`config.mk`:
```
export PLATFORM = sky130hd
export DESIGN_NAME = adpcmb_player
export DESIGN_NICKNAME = d
export VERILOG_FILES = /design/src/rtl/adpcmb_pkg.sv /design/src/rtl/adpcmb_decode.sv /design/src/rtl/adpcmb_sequencer.sv /design/src/rtl/adpcmb_player.sv
export SDC_FILE = /design/constraint.sdc
export NUM_CORES = 1
export LEC_CHECK = 0
export BUFFER_PORTS_ARGS = -buffer_cell sky130_fd_sc_hd__clkbuf_2
export CORE_ASPECT_RATIO = 2
export CORE_UTILIZATION = 35
export CTS_BUF_LIST = sky130_fd_sc_hd__clkbuf_4
export CTS_CLUSTER_SIZE = 8
export DETAILED_ROUTE_END_ITERATION = 8
export GPL_ROUTABILITY_DRIVEN = 1
export PLACE_DENSITY = 0.51
export SLEW_MARGIN = 10
export SYNTH_ARGS = -nofsm -noshare
export SYNTH_HDL_FRONTEND = slang
export SYNTH_SLANG_ARGS = --single-unit
export TNS_END_PERCENT = 30
```
`constraint.sdc`:
```
create_clock -name clk -period 7.8 [get_ports clk]
set_input_delay 0.78 -clock clk [delete_from_list [all_inputs] [get_ports clk]]
set_output_delay 0.78 -clock clk [all_outputs]
set_load 0.1 [all_outputs]
```
`src/rtl/adpcmb_pkg.sv`:
```
// adpcmb shared definitions
// widths, sample types, sequencer states and decoder constants
package adpcmb_pkg;

    localparam int pcm_w  = 16;              // decoded sample width
    localparam int step_w = 15;              // adaptive step width
    localparam int addr_w = 16;              // sample memory byte address
    localparam int rate_w = 16;              // delta-n and accumulator

    typedef logic signed [pcm_w-1:0]  pcm_t;
    typedef logic        [step_w-1:0] step_t;
    typedef logic        [3:0]        nibble_t;  // bit 3 sign, bits 2..0 magnitude
    typedef logic        [addr_w-1:0] addr_t;
    typedef logic        [7:0]        byte_t;
    typedef logic        [rate_w-1:0] rate_t;

    typedef enum logic [1:0] {
        st_idle,                             // channel off
        st_fetch,                            // waiting for the first byte
        st_play
    } seq_state_t;

    // frame timing, one ring revolution per frame
    localparam int frame_len = 6;
    localparam int adv_phase = 4;            // stage V holds slot 0 here

    // step limits
    localparam int step_min  = 127;
    localparam int step_init = step_min;
    localparam int step_max  = 24576;

    // sample limits
    localparam int pcm_max = 32767;
    localparam int pcm_min = -32768;

    // step multipliers over 64
    localparam logic [7:0] step_mul_lo = 8'd57;  // magnitudes 0..3
    localparam logic [7:0] step_mul [4] = '{8'd77, 8'd102, 8'd128, 8'd153};

endpackage

```
`src/rtl/adpcmb_decode.sv`:
```
// adpcmb decoder ring
// six stage sample/step loop, slot 0 advances when adv is high at stage V
`timescale 1ns/1ps

module adpcmb_decode (
    input  logic                clk,
    input  logic                rst_n,
    input  logic                cen,
    input  adpcmb_pkg::nibble_t code,
    input  logic                chon,      // channel on, sampled with the code
    input  logic                adv,       // stage V update strobe
    output adpcmb_pkg::pcm_t    pcm
);

    // ring of sample and step, one register pair per stage
    adpcmb_pkg::pcm_t  x1, x2, x3, x4, x5, x6;
    adpcmb_pkg::step_t step1, step2, step3, step4, step5, step6;
    logic              chon2, chon3, chon4, chon5;

    // datapath pipeline
    logic [3:0]         mag2;            // odd magnitude 1,3..15
    logic               sign2, sign3;
    logic [15:0]        dlt3;            // unsigned delta, up to 46080
    logic signed [17:0] dlt4;            // signed delta
    logic signed [17:0] sum5;            // wide sum, no wrap
    logic [16:0]        nstep3, nstep4, nstep5;

    // stage II products
    logic [7:0]  mul2;
    logic [18:0] prod2;                  // 4 x 15 bits
    logic [22:0] sprod2;                 // 8 x 15 bits

    always_comb begin
        // magnitude 4..7 picks from the table, lower ones share 57
        if (mag2[3])
            mul2 = adpcmb_pkg::step_mul[mag2[2:1]];
        else
            mul2 = adpcmb_pkg::step_mul_lo;
        prod2  = mag2 * step2;
        sprod2 = mul2 * step2;
    end

    // payload stages I..IV
    always_ff @(posedge clk) begin
        if (cen) begin
            // I odd magnitude
            mag2   <= {code[2:0], 1'b1};
            sign2  <= code[3];
            // II scale by step, /8 for the delta and /64 for the next step
            dlt3   <= prod2[18:3];
            sign3  <= sign2;
            nstep3 <= sprod2[22:6];
            // III apply sign
            dlt4   <= sign3 ? -$signed({2'b00, dlt3}) : $signed({2'b00, dlt3});
            nstep4 <= nstep3;
            // IV add in 18 bits so stage V sees the true sum
            sum5   <= $signed({{2{x4[15]}}, x4}) + dlt4;
            nstep5 <= nstep4;
        end
    end

    // ring registers
    always_ff @(posedge clk or negedge rst_n) begin
        if (!rst_n) begin
            x1    <= '0;
            x2    <= '0;
            x3    <= '0;
            x4    <= '0;
            x5    <= '0;
            x6    <= '0;
            step1 <= adpcmb_pkg::step_t'(adpcmb_pkg::step_init);
            step2 <= adpcmb_pkg::step_t'(adpcmb_pkg::step_init);
            step3 <= adpcmb_pkg::step_t'(adpcmb_pkg::step_init);
            step4 <= adpcmb_pkg::step_t'(adpcmb_pkg::step_init);
            step5 <= adpcmb_pkg::step_t'(adpcmb_pkg::step_init);
            step6 <= adpcmb_pkg::step_t'(adpcmb_pkg::step_init);
            chon2 <= 1'b0;
            chon3 <= 1'b0;
            chon4 <= 1'b0;
            chon5 <= 1'b0;
        end else if (cen) begin
            x2    <= x1;                 // stages I..IV just carry the state
            x3    <= x2;
            x4    <= x3;
            x5    <= x4;
            step2 <= step1;
            step3 <= step2;
            step4 <= step3;
            step5 <= step4;
            chon2 <= chon;
            chon3 <= chon2;
            chon4 <= chon3;
            chon5 <= chon4;
            // V saturate and clamp, hold, or reset
            if (!chon5) begin
                x6    <= '0;
                step6 <= adpcmb_pkg::step_t'(adpcmb_pkg::step_init);
            end else if (adv) begin
                // overflow can only go the way of the code sign
                if (sum5 > adpcmb_pkg::pcm_max)
                    x6 <= adpcmb_pkg::pcm_t'(adpcmb_pkg::pcm_max);
                else if (sum5 < adpcmb_pkg::pcm_min)
                    x6 <= adpcmb_pkg::pcm_t'(adpcmb_pkg::pcm_min);
                else
                    x6 <= sum5[15:0];
                if (nstep5 < 17'(adpcmb_pkg::step_min))
                    step6 <= adpcmb_pkg::step_t'(adpcmb_pkg::step_min);
                else if (nstep5 > 17'(adpcmb_pkg::step_max))
                    step6 <= adpcmb_pkg::step_t'(adpcmb_pkg::step_max);
                else
                    step6 <= nstep5[14:0];
            end else begin
                x6    <= x5;             // no new nibble this frame
                step6 <= step5;
            end
            // VI close the loop
            x1    <= x6;
            step1 <= step6;
        end
    end

    assign pcm = x6;                     // valid the cen cycle after adv

endmodule

```
`src/rtl/adpcmb_sequencer.sv`:
```
// adpcmb sequencer
// frame phase, delta-n rate, nibble fetch from sample memory and end/loop control
`timescale 1ns/1ps

module adpcmb_sequencer (
    input  logic                clk,
    input  logic                rst_n,
    input  logic                cen,
    input  logic                start,        // pulse, only taken when idle
    input  logic                repeat_en,
    input  adpcmb_pkg::addr_t   start_addr,
    input  adpcmb_pkg::addr_t   end_addr,     // inclusive
    input  adpcmb_pkg::rate_t   delta_n,
    input  adpcmb_pkg::byte_t   mem_data,
    output adpcmb_pkg::addr_t   mem_addr,
    output adpcmb_pkg::nibble_t code,
    output logic                chon,
    output logic                adv,
    output logic                sample_valid,
    output logic                busy,
    output logic                end_pulse
);

    adpcmb_pkg::seq_state_t state;
    logic [2:0]             phase;            // 0..frame_len-1
    adpcmb_pkg::rate_t      acc;
    logic                   adv_pend;         // carry seen at phase 0
    adpcmb_pkg::byte_t      cur_byte;
    logic                   half;             // 0 high nibble, 1 low nibble
    logic                   last_byte;        // cur_byte sits at end_addr
    logic                   fetch_wait;       // memory not settled yet

    // mem_addr points at the byte after cur_byte once its high nibble is gone
    always_ff @(posedge clk or negedge rst_n) begin
        if (!rst_n) begin
            state        <= adpcmb_pkg::st_idle;
            phase        <= '0;
            acc          <= '0;
            adv_pend     <= 1'b0;
            adv          <= 1'b0;
            sample_valid <= 1'b0;
            end_pulse    <= 1'b0;
            mem_addr     <= '0;
            cur_byte     <= '0;
            half         <= 1'b0;
            last_byte    <= 1'b0;
            fetch_wait   <= 1'b0;
        end else if (cen) begin
            if (phase == 3'(adpcmb_pkg::frame_len - 1))
                phase <= '0;
            else
                phase <= phase + 3'd1;
            // adv lands in phase 4, sample_valid and end_pulse in phase 5
            adv          <= (state == adpcmb_pkg::st_play) && adv_pend &&
                            (phase == 3'(adpcmb_pkg::adv_phase - 1));
            sample_valid <= adv;
            end_pulse    <= adv && half && last_byte;

            case (state)
                adpcmb_pkg::st_idle: begin
                    if (start) begin
                        mem_addr   <= start_addr;
                        acc        <= '0;
                        adv_pend   <= 1'b0;
                        fetch_wait <= 1'b1;
                        state      <= adpcmb_pkg::st_fetch;
                    end
                end
                adpcmb_pkg::st_fetch: begin
                    fetch_wait <= 1'b0;
                    // needs one cen cycle after the address load
                    if (phase == 3'(adpcmb_pkg::frame_len - 1) && !fetch_wait) begin
                        cur_byte <= mem_data;
                        half     <= 1'b0;
                        state    <= adpcmb_pkg::st_play;
                    end
                end
                adpcmb_pkg::st_play: begin
                    if (phase == 3'd0)
                        {adv_pend, acc} <= {1'b0, acc} + {1'b0, delta_n};
                    if (sample_valid) begin      // only high in phase 5
                        if (!half) begin
                            half      <= 1'b1;
                            last_byte <= (mem_addr == end_addr);
                            // prefetch next byte, wrap keeps the address in range
                            if (mem_addr == end_addr)
                                mem_addr <= start_addr;
                            else
                                mem_addr <= mem_addr + 16'd1;
                        end else begin
                            half <= 1'b0;
                            if (last_byte && !repeat_en)
                                state <= adpcmb_pkg::st_idle;
                            else
                                cur_byte <= mem_data;  // settled a frame ago
                        end
                    end
                end
                default: state <= adpcmb_pkg::st_idle;
            endcase
        end
    end

    assign code = half ? cur_byte[3:0] : cur_byte[7:4];  // moves only at phase 5
    assign chon = (state == adpcmb_pkg::st_play);
    assign busy = chon;

endmodule

```
`src/rtl/adpcmb_player.sv`:
```
// adpcmb single channel player
// sequencer drives the decoder ring slot 0 from external sample memory
`timescale 1ns/1ps

module adpcmb_player (
    input  logic              clk,
    input  logic              rst_n,
    input  logic              cen,
    input  logic              start,
    input  logic              repeat_en,
    input  adpcmb_pkg::addr_t start_addr,
    input  adpcmb_pkg::addr_t end_addr,
    input  adpcmb_pkg::rate_t delta_n,
    output adpcmb_pkg::addr_t mem_addr,
    input  adpcmb_pkg::byte_t mem_data,   // one clock after mem_addr
    output adpcmb_pkg::pcm_t  pcm,
    output logic              sample_valid,
    output logic              busy,
    output logic              end_pulse
);

    adpcmb_pkg::nibble_t code;
    logic                chon;
    logic                adv;

    adpcmb_sequencer u_seq (
        .clk          (clk),
        .rst_n        (rst_n),
        .cen          (cen),
        .start        (start),
        .repeat_en    (repeat_en),
        .start_addr   (start_addr),
        .end_addr     (end_addr),
        .delta_n      (delta_n),
        .mem_data     (mem_data),
        .mem_addr     (mem_addr),
        .code         (code),
        .chon         (chon),
        .adv          (adv),
        .sample_valid (sample_valid),
        .busy         (busy),
        .end_pulse    (end_pulse)
    );

    adpcmb_decode u_dec (
        .clk   (clk),
        .rst_n (rst_n),
        .cen   (cen),
        .code  (code),
        .chon  (chon),
        .adv   (adv),
        .pcm   (pcm)
    );

endmodule

```
After elaboration in Yosys (flattened, before gate mapping). Cells that the tools add are included. W data, S select, Z words.

$lt $le $gt $ge: 5. Muxes and demuxes: 43. Add/subtract/negate cells: 5. Equality and inequality tests: 13. Div/mod/pow operators: 0. Multipliers: 2. Reduce and logical (&&, ||, !) cells: 20. Bitwise logic cells: 2. Shifts and indexed selects: 0.

Operators with widths (count): $mux W16 (11); $pmux W16 S2 (2); $mux W15 (4); $mux W8 (7); $mul A8 B15 Y23 (1); $mul A4 B15 Y19 (1); $add A16 B18 Y18 (1); $gt A18 B16 Y1 const B (1); $lt A18 B16 Y1 const B (1); $neg A16 Y18 (1); $add A16 B16 Y17 (1); $gt A17 B15 Y1 const B (1); $lt A17 B7 Y1 const B (1); $add A16 B1 Y16 const B (1); $bmux W8 S2 (1); $eq A16 B16 Y1 (1); $pmux W8 S2 (1); $ne A2 B2 Y1 const B (7); $reduce_and A4 Y1 (3); $reduce_and A6 Y1 (2); $mux W2 (5); $logic_and A1 B1 Y1 (6); $mux W1 (6); $pmux W1 S2 (3); 18 further kinds (21).

Latch bits: 0. Output and inout bits: 35. Bits in read-only memories: 0. Logic and storage cells: 128. Bits of input ports: 61. RAM bits: 0. Memories kept: 0. Bits in registers: 350.

Logic depth before layout (Yosys ltp). Gate-level depths: netlist of run 1.

Depth in word-level cells: 6. Depth in mapped cells: 24. Mapped depth without buffers: 22.

By module. Synthesis of run 1 repeated with hierarchy kept, for this count alone.

Cells, all modules: 1891. Area, all modules: 20935.1 sq um.

By module, submodules not included: adpcmb_decode (seq. area each 8050.2 sq um, cells an instance 1506, area an instance 17386.7 sq um, instances 1); adpcmb_sequencer (seq. area each 1301.2 sq um, cells an instance 385, area an instance 3548.4 sq um, instances 1).

Worst setup path before layout of run 1. Ideal clock, no wire load.

Path type: reg2reg. Start point: register u_dec.mag2[2]. End point: register u_dec.nstep3[13], data pin. Data required time: 7.542 ns. Buffers on the path: 3. Cell stages (with the launch flop): 23. Library setup time: 0.258 ns. Clock period less this slack: 5.724 ns. Arrival time: 5.467 ns. Setup slack: 2.076 ns. Cells stage by stage: edfxtp_1 -> inv_2 -> clkbuf_1 -> ha_1 -> nand2b_1 -> clkbuf_1 -> clkbuf_1 -> nand2_1 -> inv_1 -> fa_1 -> fa_1 -> fa_1 -> inv_1 -> fa_1 -> inv_1 -> ha_1 -> a21o_1 -> nor4b_4 -> nor3_1 -> o31ai_2 -> a21oi_1 -> a21oi_1 -> xnor2_1.

Longest elaborated chain between the ends: 6.

Ends and longest elaborated chain: start, declared (RTL line adpcmb_decode.sv:21) `logic [3:0] mag2;`; start signal, assigned (RTL line adpcmb_decode.sv:47) `mag2 <= {code[2:0], 1'b1};`; $not A2 Y3 (not written as such) (RTL line adpcmb_decode.sv:36) `mul2 = adpcmb_pkg::step_mul[mag2[2:1]];`; $bmux W8 S2 (RTL line adpcmb_decode.sv:36); $mux W8 (not written as such) (2 in series) (RTL line adpcmb_decode.sv:36); $mux W8 (RTL line adpcmb_decode.sv:35) `if (mag2[3])`; $mul A8 B15 Y23 (RTL line adpcmb_decode.sv:40) `sprod2 = mul2 * step2;`; named net u_dec.sprod2[19] (RTL line adpcmb_decode.sv:31) `logic [22:0] sprod2;`; end signal, assigned (RTL line adpcmb_decode.sv:52) `nstep3 <= sprod2[22:6];`; end, declared (RTL line adpcmb_decode.sv:26) `logic [16:0] nstep3, nstep4, nstep5;`.

The timed path passes the listed nets, and every way through them passes these cells. The select of a mux whose other input is x is not followed. A chain may end at the register's enable or synchronous reset.

Worst setup path in the final report of run 1. Ends and elaborated chain as after synthesis.

==> results of run 1 <==
[synthesized netlist by cell type (all sizes together) (42+ instances only)]
cell type	number
a21oi	88
clkbuf	78
dfrtp	200
dfstp	42
edfxtp	108
fa	100
ha	106
inv	207
mux2	172
nand2	116
nor2	93
o21ai	58
xnor2	58
[cell usage in the layout, fill, tap and decap left out, types with 6 or more instances in the layout]
cell type,n
sky130_fd_sc_hd__fa_1,100
sky130_fd_sc_hd__clkbuf_4,115
sky130_fd_sc_hd__xnor2_1,58
sky130_fd_sc_hd__o22ai_1,28
sky130_fd_sc_hd__a22oi_1,9
sky130_fd_sc_hd__a21oi_1,87
sky130_fd_sc_hd__mux2_2,172
sky130_fd_sc_hd__nor2_1,93
sky130_fd_sc_hd__or3_1,6
sky130_fd_sc_hd__ha_1,106
sky130_fd_sc_hd__a21o_1,23
sky130_fd_sc_hd__o21a_1,11
sky130_fd_sc_hd__nor2b_1,9
sky130_fd_sc_hd__nand4_1,12
sky130_fd_sc_hd__nor3_1,33
sky130_fd_sc_hd__clkinv_1,30
sky130_fd_sc_hd__and2_1,37
sky130_fd_sc_hd__edfxtp_1,108
sky130_fd_sc_hd__dfrtp_1,200
sky130_fd_sc_hd__buf_4,18
sky130_fd_sc_hd__nor4_1,10
sky130_fd_sc_hd__o31ai_1,6
sky130_fd_sc_hd__and3_1,15
sky130_fd_sc_hd__nand3_1,38
sky130_fd_sc_hd__nand2b_1,15
sky130_fd_sc_hd__a221oi_1,7
sky130_fd_sc_hd__xor2_1,30
sky130_fd_sc_hd__dfstp_2,42
sky130_fd_sc_hd__o21ai_0,55
sky130_fd_sc_hd__inv_1,206
sky130_fd_sc_hd__a22o_1,11
sky130_fd_sc_hd__nand2_1,116
sky130_fd_sc_hd__o21bai_1,11
sky130_fd_sc_hd__clkbuf_2,93
[power groups by stage]
stage,registers [uW],logic (uW),clock network (uW)
6_report,2620,5040,1560
5_1_grt,2660,5700,1730
4_1_cts,2630,5160,1640
3_5_place_dp,2660,5130,0
3_3_place_gp,2650,5070,0
2_1_floorplan,2860,3570,0
[flip-flops by register name (all words and copies together) (netlist names), 8 cells and up]
register,cells
u_dec.dlt3,16
u_dec.step6,15
u_dec.pcm,16
u_dec.nstep5,17
u_seq.cur_byte,8
u_dec.x2,16
u_dec.x3,16
u_dec.sum5,18
u_seq.acc,16
u_dec.step1,15
u_dec.x5,16
u_dec.step5,15
u_seq.mem_addr,16
u_dec.step2,15
u_dec.nstep3,17
u_dec.step4,15
u_dec.dlt4,18
u_dec.x1,16
u_dec.x4,16
u_dec.nstep4,17
u_dec.step3,15
[final cells by class]
class                           instances  share of cell area (%)
Timing Repair Buffer                  115                    2.90
Clock buffer                          115                    3.79
Sequential cell                       350                    41.1
Clock inverter                         41                    1.13
Antenna cell                            1                  0.0110
Tap cell                              756                    4.16
Inverter                              208                    3.43
Multi-Input combinational cell       1161                    43.5
[worst max-delay path: cells and delay by family, from the launching register on]
family | cells | cell delay (ns)
xor gates and xnor gates | 1 | 0.08
and+or+nand+nor | 4 | 1.23
adders and majority gates | 6 | 2.96
buffers and inverters | 3 | 0.34
DFF | 1 | 0.41
AOI/OAI and AO/OA | 5 | 1.14
[final timing paths]
check                               endpoint  cells after the start
setup / recovery            u_dec.nstep3[13]                     19
hold / removal             u_seq.cur_byte[7]                      2
setup reg to reg            u_dec.nstep3[13]                     19
hold reg to reg             u_dec.nstep5[16]                      0
max in group asynchronous  u_seq.mem_addr[7]                      3
min in group asynchronous  u_seq.cur_byte[7]                      2
[cells by family (layout without fill, tap and decap cells)]
family	after synthesis	after routing	synth area share, %
other	0	1	0
XOR/XNOR	88	88	3.79
buffers and inverters	290	479	5.36
adder cells (fa/ha/maj)	206	206	16.4
AO/OA/AOI/OAI	287	287	9.15
AND/OR/NAND/NOR	404	404	9.66
multiplexers	176	176	9.72
flip-flops	350	350	46.0
[stage by stage]
step | setup slack [ns] | std cells | hold WS (ns)
2_1_floorplan | 2.08 | 1801 | 0.400
3_3_place_gp | 1.52 | 2589 | 0.402
3_5_place_dp | 1.38 | 2589 | 0.405
4_1_cts | 1.35 | 2746 | 0.127
5_1_grt | 1.00 | 2747 | 0.188
6_report | 1.37 | 2747 | 0.246
[routing by layer]
layer	wire, um	GRT usage, %
met1	16400	16.1
met2	28400	34.8
met3	1540	2.61
met5	0	0
met4	2190	9.13
==> results.py, run 1 <==
metrics = {
    "final_layout": {
        "areaGrowthSynthToFinish_pct": 11.9,
        "postLayoutCellArea_sq_um": 22800,
        "regArea_sq_um": 9350,
        "drive_above_1_share_pct": 23.6,
        "multi_input_comb_area_sq_um": 9900,
        "final_util_pct": 39.8,
        "fillerInstances": 5598,
        "final_stage_net_count": 2187,
    },
    "drt": {
        "detailedRoute.firstIterationViolations": 567,
        "wl_per_cell_um": 17.7,
        "wirelength_um": 48600,
        "drt-pass1-iter-count": 4,
        "route.detailed.vias_per_inst": 4.95,
        "drc": 0,
        "drt.antenna.violating_nets": 0,
        "via_count": 13592,
    },
    "power": {
        "power.static_leakage_uw": 0.0107,
        "power_per_cell_area_nw_per_um2": 405,
        "comb_power_share_pct": 54.6,
        "totalPowerFinal_uw": 9220,
        "sw_frac_of_total_pct": 43.7,
        "clock_power_share_pct": 16.9,
        "peak_supply_drop_mv": 0.645,
        "power_frac_seq_pct": 28.4,
        "net_switching_power_of_the_design_uw": 4030,
        "pint_uw": 5190,
    },
    "floorplan": {
        "core_area_sq_um": 57200,
        "die_width_um": 172,
        "io_pins": 96,
        "die-height_um": 343,
        "design.die.area_sq_um": 59200,
        "initial_core_utilization_pct": 35.5,
        "std_cell_rows": 124,
    },
    "logic_synthesis": {
        "summed_instance_area_of_the_synthesized_netlist_sq_um": 20300,
        "yosysTopAreaCellShare_pct": 24.6,
        "synth_cell_type_count": 73,
        "number_of_enable_type_register_cells_in_the_synthesized_netlist": 108,
        "synthesis.area_per_instance_sq_um": 11.3,
        "ys_top_cells_by_area": "sky130_fd_sc_hd__dfrtp_1 25%, sky130_fd_sc_hd__edfxtp_1 16%, sky130_fd_sc_hd__fa_1 9.8%, sky130_fd_sc_hd__mux2_2 9.5%, sky130_fd_sc_hd__ha_1 6.5%",
        "synthesis.nets": 2068,
        "synth.ff_latch_count": 350,
        "yosysSeqAreaShare_pct": 46.0,
        "yosysWarnings": 0,
        "post-synth-top-area-cell": "sky130_fd_sc_hd__dfrtp_1",
        "async_flop_share_pct": 69.1,
        "dominantRegCellSynth": "sky130_fd_sc_hd__dfrtp_1",
        "synthesis.instances": 1801,
    },
    "critical_path": {
        "worst-endpoint-required_ns": 8.31,
        "critical_path.reg2reg.startpoint": "u_dec.mag2[2]",
        "critical_path.startpoint_type": "flop",
        "timing.critical_path.cells": "inv_2, ha_1, nand2b_1, and2_1, fa_1, fa_1, fa_1, inv_1, fa_1, inv_1, ha_1, a21o_1, a21o_1, nor4b_4, nor3_1, o31ai_2, a21oi_1, a21oi_1, xnor2_1",
        "crit_fanout": 17,
        "crit_path_frequent_cell": "sky130_fd_sc_hd__fa_1",
        "critPathMaxStageDelay_ns": 0.55,
        "timing.critical_path.to_type": "flop",
        "critical_path.startpoint": "u_dec.mag2[2]",
        "setup.reg_to_reg.worst_slack_ns": 1.37,
        "arrival_time_of_the_worst_setup_path_ns": 6.94,
        "slowest_cp_cell": "sky130_fd_sc_hd__fa_1",
        "path_class": "flop to flop",
    },
    "run_status": {
        "run_status": "finished clean",
    },
    "timing": {
        "maxClockFrequency_ghz": 0.156,
        "finalCriticalPeriod_ns": 6.43,
        "hold_viol": 0,
        "timing.final.setup_violations": 0,
        "relSlewSlack_pct": 24.3,
        "worst-slew-pin-transition_ns": 1.13,
        "fin_tns_setup_ns": 0,
        "slew_violations": 0,
        "finalCritPeriodShare_pct": 82.4,
        "clock_skew_ns": 0.0841,
        "grt_setup_unrepaired": "false",
    },
    "placement": {
        "dp_hpwl_um": 36500,
        "globalplace.congestion": 0.931,
        "post_dp_cell_area_sq_um": 21600,
        "placement.io_buffers": 95,
    },
    "cts": {
        "clk_latency_ns": 0.79,
        "cts_root_buffer": "sky130_fd_sc_hd__clkbuf_4",
        "tritoncts_buffer_count": 84,
        "cts_repair_resize_count": 0,
        "hold_fix_buffers_cts": 1,
        "clock_sinks": 350,
        "max-clock-path-buffers": 3,
        "htreeDepth": 3,
        "cts_tree": "built",
        "cts_setup_buffers": 0,
        "clkTransAtPathRegs_ns": 0.08,
    },
    "global_route": {
        "maximum_number_of_pins_on_one_net_before_global_route_repair": 175,
        "wire_length_of_the_first_global_routing_pass_um": 77800,
        "grt_pass1_vias": 14655,
        "grt.overflow.total": 0,
        "initial_antenna_violation_count": 1,
        "groute.usage.overall_pct": 17.3,
    },
    "hold_path": {
        "hold_path.startpoint": "mem_data[7]",
        "hold_class": "primary input to flop",
    },
    "run": {
        "maxCapViolCount": 0,
    },
}
Power figures use the tool's default switching activity.
==> run 2: changes to the inputs <==
clock period = 6.7 ns   (was 7.8 ns; I/O delays follow)
==> results.py, run 2 (synthesis results as in run 1) <==
metrics = {
    "run_status": {
        "run_status": "finished clean",
    },
    "floorplan": {
        "core_area_sq_um": 57200,
        "std_cell_rows": 124,
        "die-height_um": 343,
        "initial_core_utilization_pct": 35.5,
        "design.die.area_sq_um": 59200,
        "die_width_um": 172,
        "io_pins": 96,
    },
    "global_route": {
        "wire_length_of_the_first_global_routing_pass_um": 79500,
        "groute.usage.overall_pct": 17.9,
        "grt.overflow.total": 0,
        "grt_pass1_vias": 14699,
        "maximum_number_of_pins_on_one_net_before_global_route_repair": 203,
        "initial_antenna_violation_count": 2,
    },
    "critical_path": {
        "arrival_time_of_the_worst_setup_path_ns": 6.59,
        "worstRegToRegCells": 18,
        "timing.critical_path.cells": "ha_1, nand2b_1, and2_1, fa_1, fa_1, fa_1, inv_1, fa_1, inv_1, ha_1, a21o_1, a21o_1, nor4b_4, nor3_1, o31ai_2, a21oi_1, a21oi_1, xnor2_1",
        "worstPathBufferInverterCount": 2,
        "critPathMaxStageDelay_ns": 0.56,
        "setup.reg_to_reg.worst_slack_ns": 0.67,
        "slowest_cp_cell": "sky130_fd_sc_hd__fa_1",
        "timing.critical_path.to_type": "flop",
        "path_delay_family": "adder cells",
        "regToRegEndpoint": "u_dec.nstep3[13]",
        "worst-endpoint-required_ns": 7.26,
        "worstSetupPathDepth": 18,
        "path_class": "flop to flop",
        "critical_path.startpoint_type": "flop",
        "worstSetupEndpoint": "u_dec.nstep3[13]",
        "crit_fanout": 15,
        "critical_path.startpoint": "u_dec.mag2[1]",
        "crit_path_frequent_cell": "sky130_fd_sc_hd__fa_1",
        "critical_path.reg2reg.startpoint": "u_dec.mag2[1]",
    },
    "final_layout": {
        "drive_above_1_share_pct": 24.0,
        "postLayoutCellArea_sq_um": 22800,
        "areaGrowthSynthToFinish_pct": 12.1,
        "mostFrequentLayoutCells": "206 x sky130_fd_sc_hd__inv_1, 200 x sky130_fd_sc_hd__dfrtp_1, 172 x sky130_fd_sc_hd__mux2_2",
        "final_stage_net_count": 2190,
        "leading_cell_type_in_the_layout_fill_and_taps_excluded": "sky130_fd_sc_hd__inv_1",
        "top_regs": "u_dec.dlt4 (18), u_dec.sum5 (18)",
    },
    "timing": {
        "relSlewSlack_pct": 24.9,
        "worst-slew-pin-transition_ns": 1.13,
        "finalCriticalPeriod_ns": 6.03,
        "slew_violations": 0,
        "hold_viol": 0,
        "maxClockFrequency_ghz": 0.166,
        "timing.final.ws_setup_ns": 0.673,
        "fin_tns_setup_ns": 0,
        "grt_setup_unrepaired": "false",
        "finalCritPeriodShare_pct": 90.0,
        "timing.final.setup_violations": 0,
        "clock_skew_ns": 0.0628,
    },
    "power": {
        "power.static_leakage_uw": 0.0107,
        "totalPowerFinal_uw": 11000,
        "peak_supply_drop_mv": 0.699,
        "power_per_cell_area_nw_per_um2": 480,
    },
    "placement": {
        "globalplace.congestion": 0.892,
        "post_dp_cell_area_sq_um": 21700,
        "place_worst_setup_slack_ns": 0.643,
        "placement.io_buffers": 95,
        "dp_hpwl_um": 37300,
    },
    "cts": {
        "cts_setup_buffers": 0,
        "clkTransAtPathRegs_ns": 0.10,
        "tritoncts_buffer_count": 85,
        "clk_latency_ns": 0.82,
        "max-clock-path-buffers": 3,
        "htreeDepth": 3,
        "cts_tree": "built",
        "cts_root_buffer": "sky130_fd_sc_hd__clkbuf_4",
        "clock_sinks": 350,
    },
    "drt": {
        "via_count": 13615,
        "detailedRoute.firstIterationViolations": 577,
        "drt-pass1-iter-count": 5,
        "wl_per_cell_um": 18.2,
        "wirelength_um": 50100,
        "drt.antenna.violating_nets": 0,
        "route.detailed.vias_per_inst": 4.95,
        "drc": 0,
    },
    "hold_path": {
        "hold_class": "primary input to flop",
    },
    "run": {
        "maxCapViolCount": 0,
    },
}
run 2: cell types whose count changed in the layout (fill, tap and decap cells not counted), sizes merged:
cell,before,now
buf,21,23
bufinv,3,2
clkbuf,208,216
clkinv,36,28
diode,1,3
inv,208,210
run 2: per-stage QoR:
step / utilization (%) / instances / hold WS (ns)
after floorplan: - / 1801 / 0.374
after global placement: 37.8 / 2591 / 0.402
after detailed placement: 37.8 / 2591 / 0.406
after CTS: 39.8 / 2749 / 0.0555
after global routing: 39.8 / 2751 / 0.0674
final: 39.8 / 2752 / 0.141
run 2: worst min-delay path by stage:
stage | startpoint | end | slack [ns] | depth (start not counted)
after global routing | mem_data[3] | u_seq.cur_byte[3] | 0.07 | 2
after detailed placement | u_dec.nstep3[2] | u_dec.nstep4[2] | 0.41 | 0
after global placement | u_dec.nstep3[2] | u_dec.nstep4[2] | 0.40 | 0
final | mem_data[3] | u_seq.cur_byte[3] | 0.14 | 2
after CTS | mem_data[3] | u_seq.cur_byte[3] | 0.06 | 2
after floorplan | rst_n | u_dec.chon2 | 0.37 | 0
run 2: repair_timing:
item / 4_1_cts / 5_1_grt
hold buffers: 1 / 0
gates resized for setup: 0 / 0
hold endpoints to repair: 74 / 0
run 2: routing by layer:
metal / track usage [%] / wire [um] / vias up
li1: - / - / 6485
met1: 16.6 / 16700 / 6760
met2: 35.6 / 29200 / 244
met3: 2.72 / 1560 / 126
met4: 10.3 / 2670 / 0
met5: 0 / 0 / -
run 2: report_power, final:
group	total [uW]	internal (uW)	switching [uW]
clock network	1850	934	917
logic	6050	2340	3710
registers	3050	2810	244
run 2: area by class of cell:
class	instances	area [sq um]
clock inverters	34	211
fillers	5541	34400
repair buffers	117	688
well taps	756	946
flip-flops and latches	350	9350
inverters	208	781
diodes	3	7.51
clock buffers	123	923
multi-input cells	1161	9900
==> run 3: changes to the inputs <==
PLACE_DENSITY = 0.56   (was 0.51)
==> results.py, run 3 (synthesis results as in run 1) <==
metrics = {
    "hold_path": {
        "hold_class": "primary input to flop",
        "holdPathEnd": "u_seq.cur_byte[2]",
        "hold_path.startpoint": "mem_data[2]",
        "whs_path_cells": 2,
    },
    "floorplan": {
        "design.die.area_sq_um": 59200,
        "core_area_sq_um": 57200,
        "std_cell_rows": 124,
        "initial_core_utilization_pct": 35.5,
        "die_width_um": 172,
        "die-height_um": 343,
        "io_pins": 96,
    },
    "timing": {
        "maxClockFrequency_ghz": 0.161,
        "finalCritPeriodShare_pct": 92.4,
        "finalCriticalPeriod_ns": 6.19,
        "slew_violations": 0,
        "relSlewSlack_pct": 23.9,
        "finalHoldWorstSlack_ns": 0.174,
        "fin_tns_setup_ns": 0,
        "timing.final.ws_setup_ns": 0.506,
        "clock_skew_ns": 0.0487,
        "grt_setup_unrepaired": "false",
        "hold_viol": 0,
        "timing.final.setup_violations": 0,
        "worst-slew-pin-transition_ns": 1.14,
    },
    "cts": {
        "cts_root_buffer": "sky130_fd_sc_hd__clkbuf_4",
        "clock_sinks": 350,
        "htreeDepth": 3,
        "clkTransAtPathRegs_ns": 0.07,
        "max-clock-path-buffers": 3,
        "tritoncts_buffer_count": 81,
        "cts_tree": "built",
        "clk_latency_ns": 0.77,
        "cts_setup_buffers": 0,
    },
    "drt": {
        "drt.antenna.violating_nets": 0,
        "wl_per_cell_um": 17.7,
        "wirelength_um": 48300,
        "drc": 0,
        "detailedRoute.firstIterationViolations": 582,
        "drt-pass1-iter-count": 5,
        "route.detailed.vias_per_inst": 4.96,
        "via_count": 13583,
    },
    "critical_path": {
        "worst-endpoint-required_ns": 7.21,
        "critical_path.reg2reg.startpoint": "u_dec.mag2[2]",
        "setup.reg_to_reg.worst_slack_ns": 0.51,
        "crit_fanout": 17,
        "path_class": "flop to flop",
        "regToRegEndpoint": "u_dec.nstep3[15]",
        "timing.critical_path.to_type": "flop",
        "critical_path.startpoint_type": "flop",
        "worstRegToRegCells": 20,
        "arrival_time_of_the_worst_setup_path_ns": 6.70,
    },
    "global_route": {
        "wire_length_of_the_first_global_routing_pass_um": 77000,
        "grt.overflow.total": 0,
        "groute.usage.overall_pct": 17.0,
        "grt_pass1_vias": 14731,
        "maximum_number_of_pins_on_one_net_before_global_route_repair": 186,
        "initial_antenna_violation_count": 3,
    },
    "placement": {
        "placement.io_buffers": 95,
        "post_dp_cell_area_sq_um": 21600,
        "place_worst_setup_slack_ns": 0.523,
        "globalplace.congestion": 0.936,
        "dp_hpwl_um": 36100,
    },
    "final_layout": {
        "final_stage_net_count": 2183,
        "areaGrowthSynthToFinish_pct": 11.7,
        "mostFrequentLayoutCells": "206 x sky130_fd_sc_hd__inv_1, 200 x sky130_fd_sc_hd__dfrtp_1, 172 x sky130_fd_sc_hd__mux2_2",
        "leading_cell_type_in_the_layout_fill_and_taps_excluded": "sky130_fd_sc_hd__inv_1",
        "top_regs": "u_dec.dlt4 (18), u_dec.sum5 (18)",
        "drive_above_1_share_pct": 23.1,
        "postLayoutCellArea_sq_um": 22700,
    },
    "power": {
        "power_per_cell_area_nw_per_um2": 485,
        "peak_supply_drop_mv": 0.678,
        "power.static_leakage_uw": 0.0107,
    },
    "run": {
        "maxCapViolCount": 0,
    },
    "run_status": {
        "run_status": "finished clean",
    },
}
## run 3: cell types whose count changed in the layout (fill, tap and decap cells not counted), moves of 2 or more
cell / delta
sky130_fd_sc_hd__clkbuf_4: -22
sky130_fd_sc_hd__clkinv_1: +7
sky130_fd_sc_hd__clkinv_2: +4
sky130_fd_sc_hd__buf_4: -3
sky130_fd_sc_hd__bufinv_16: +3
sky130_fd_sc_hd__diode_2: -2
## run 3: worst max path at each step
stage,cells past startpoint,end,from,slack (ns)
2_1_floorplan,22,u_dec.nstep3[13],u_dec.mag2[2],0.98
3_3_place_gp,20,u_dec.nstep3[13],u_dec.mag2[2],0.63
3_5_place_dp,20,u_dec.nstep3[13],u_dec.mag2[2],0.52
4_1_cts,20,u_dec.nstep3[13],u_dec.mag2[2],0.53
5_1_grt,20,u_dec.nstep3[15],u_dec.mag2[2],0.13
6_report,20,u_dec.nstep3[15],u_dec.mag2[2],0.51
## run 3: final cells by class
| cell class | instances | area, sq um |
|---|---|---|
| well taps | 756 | 946 |
| clock buffers | 101 | 758 |
| fillers | 5542 | 34500 |
| repair buffers | 114 | 666 |
| clock inverters | 46 | 327 |
| flip-flops and latches | 350 | 9350 |
| inverters | 208 | 781 |
| multi-input cells | 1161 | 9900 |
| diodes | 1 | 2.50 |
## run 3: per-layer routing
metal	vias to the layer above	global-route usage, %	routed length [um]	share of wire, %
li1	6446	-	-	-
met1	6755	15.6	16200	34
met2	252	33.5	27600	57
met3	128	2.62	1620	3.3
met4	2	11.0	2910	6.0
met5	-	0	11	0.023
## run 3: metrics by stage
stage / utilization, % / std cells / power [uW]
2_1_floorplan: - / 1801 / 7480
3_3_place_gp: 37.8 / 2588 / 9240
3_5_place_dp: 37.8 / 2588 / 9350
4_1_cts: 39.7 / 2736 / 11200
5_1_grt: 39.7 / 2737 / 12000
6_report: 39.7 / 2737 / 11000
## run 3: repair_timing
item                      CTS  global route
hold endpoints to repair   45             0
hold buffers                1             0
gates resized for setup     0             0
## run 3: report_power, final
part / internal [uW] / switching, uW
clock: 919 / 879
combinational: 2330 / 3840
sequential: 2810 / 253
## run 3: critical path, stage by stage (launching register included)
cell	delay [ns]
sky130_fd_sc_hd__edfxtp_1	0.44
sky130_fd_sc_hd__inv_2	0.26
sky130_fd_sc_hd__ha_1	0.31
sky130_fd_sc_hd__nand2b_1	0.33
sky130_fd_sc_hd__nand2_1	0.23
sky130_fd_sc_hd__inv_1	0.07
sky130_fd_sc_hd__fa_1	0.51
sky130_fd_sc_hd__fa_1	0.46
sky130_fd_sc_hd__fa_1	0.56
sky130_fd_sc_hd__inv_1	0.07
sky130_fd_sc_hd__fa_1	0.54
sky130_fd_sc_hd__inv_1	0.05
sky130_fd_sc_hd__ha_1	0.34
sky130_fd_sc_hd__a21o_1	0.18
sky130_fd_sc_hd__a21o_1	0.22
sky130_fd_sc_hd__nor4b_4	0.36
sky130_fd_sc_hd__nor3_1	0.15
sky130_fd_sc_hd__o31ai_2	0.41
sky130_fd_sc_hd__a21oi_1	0.18
sky130_fd_sc_hd__a21oi_1	0.22
sky130_fd_sc_hd__xnor2_1	0.08
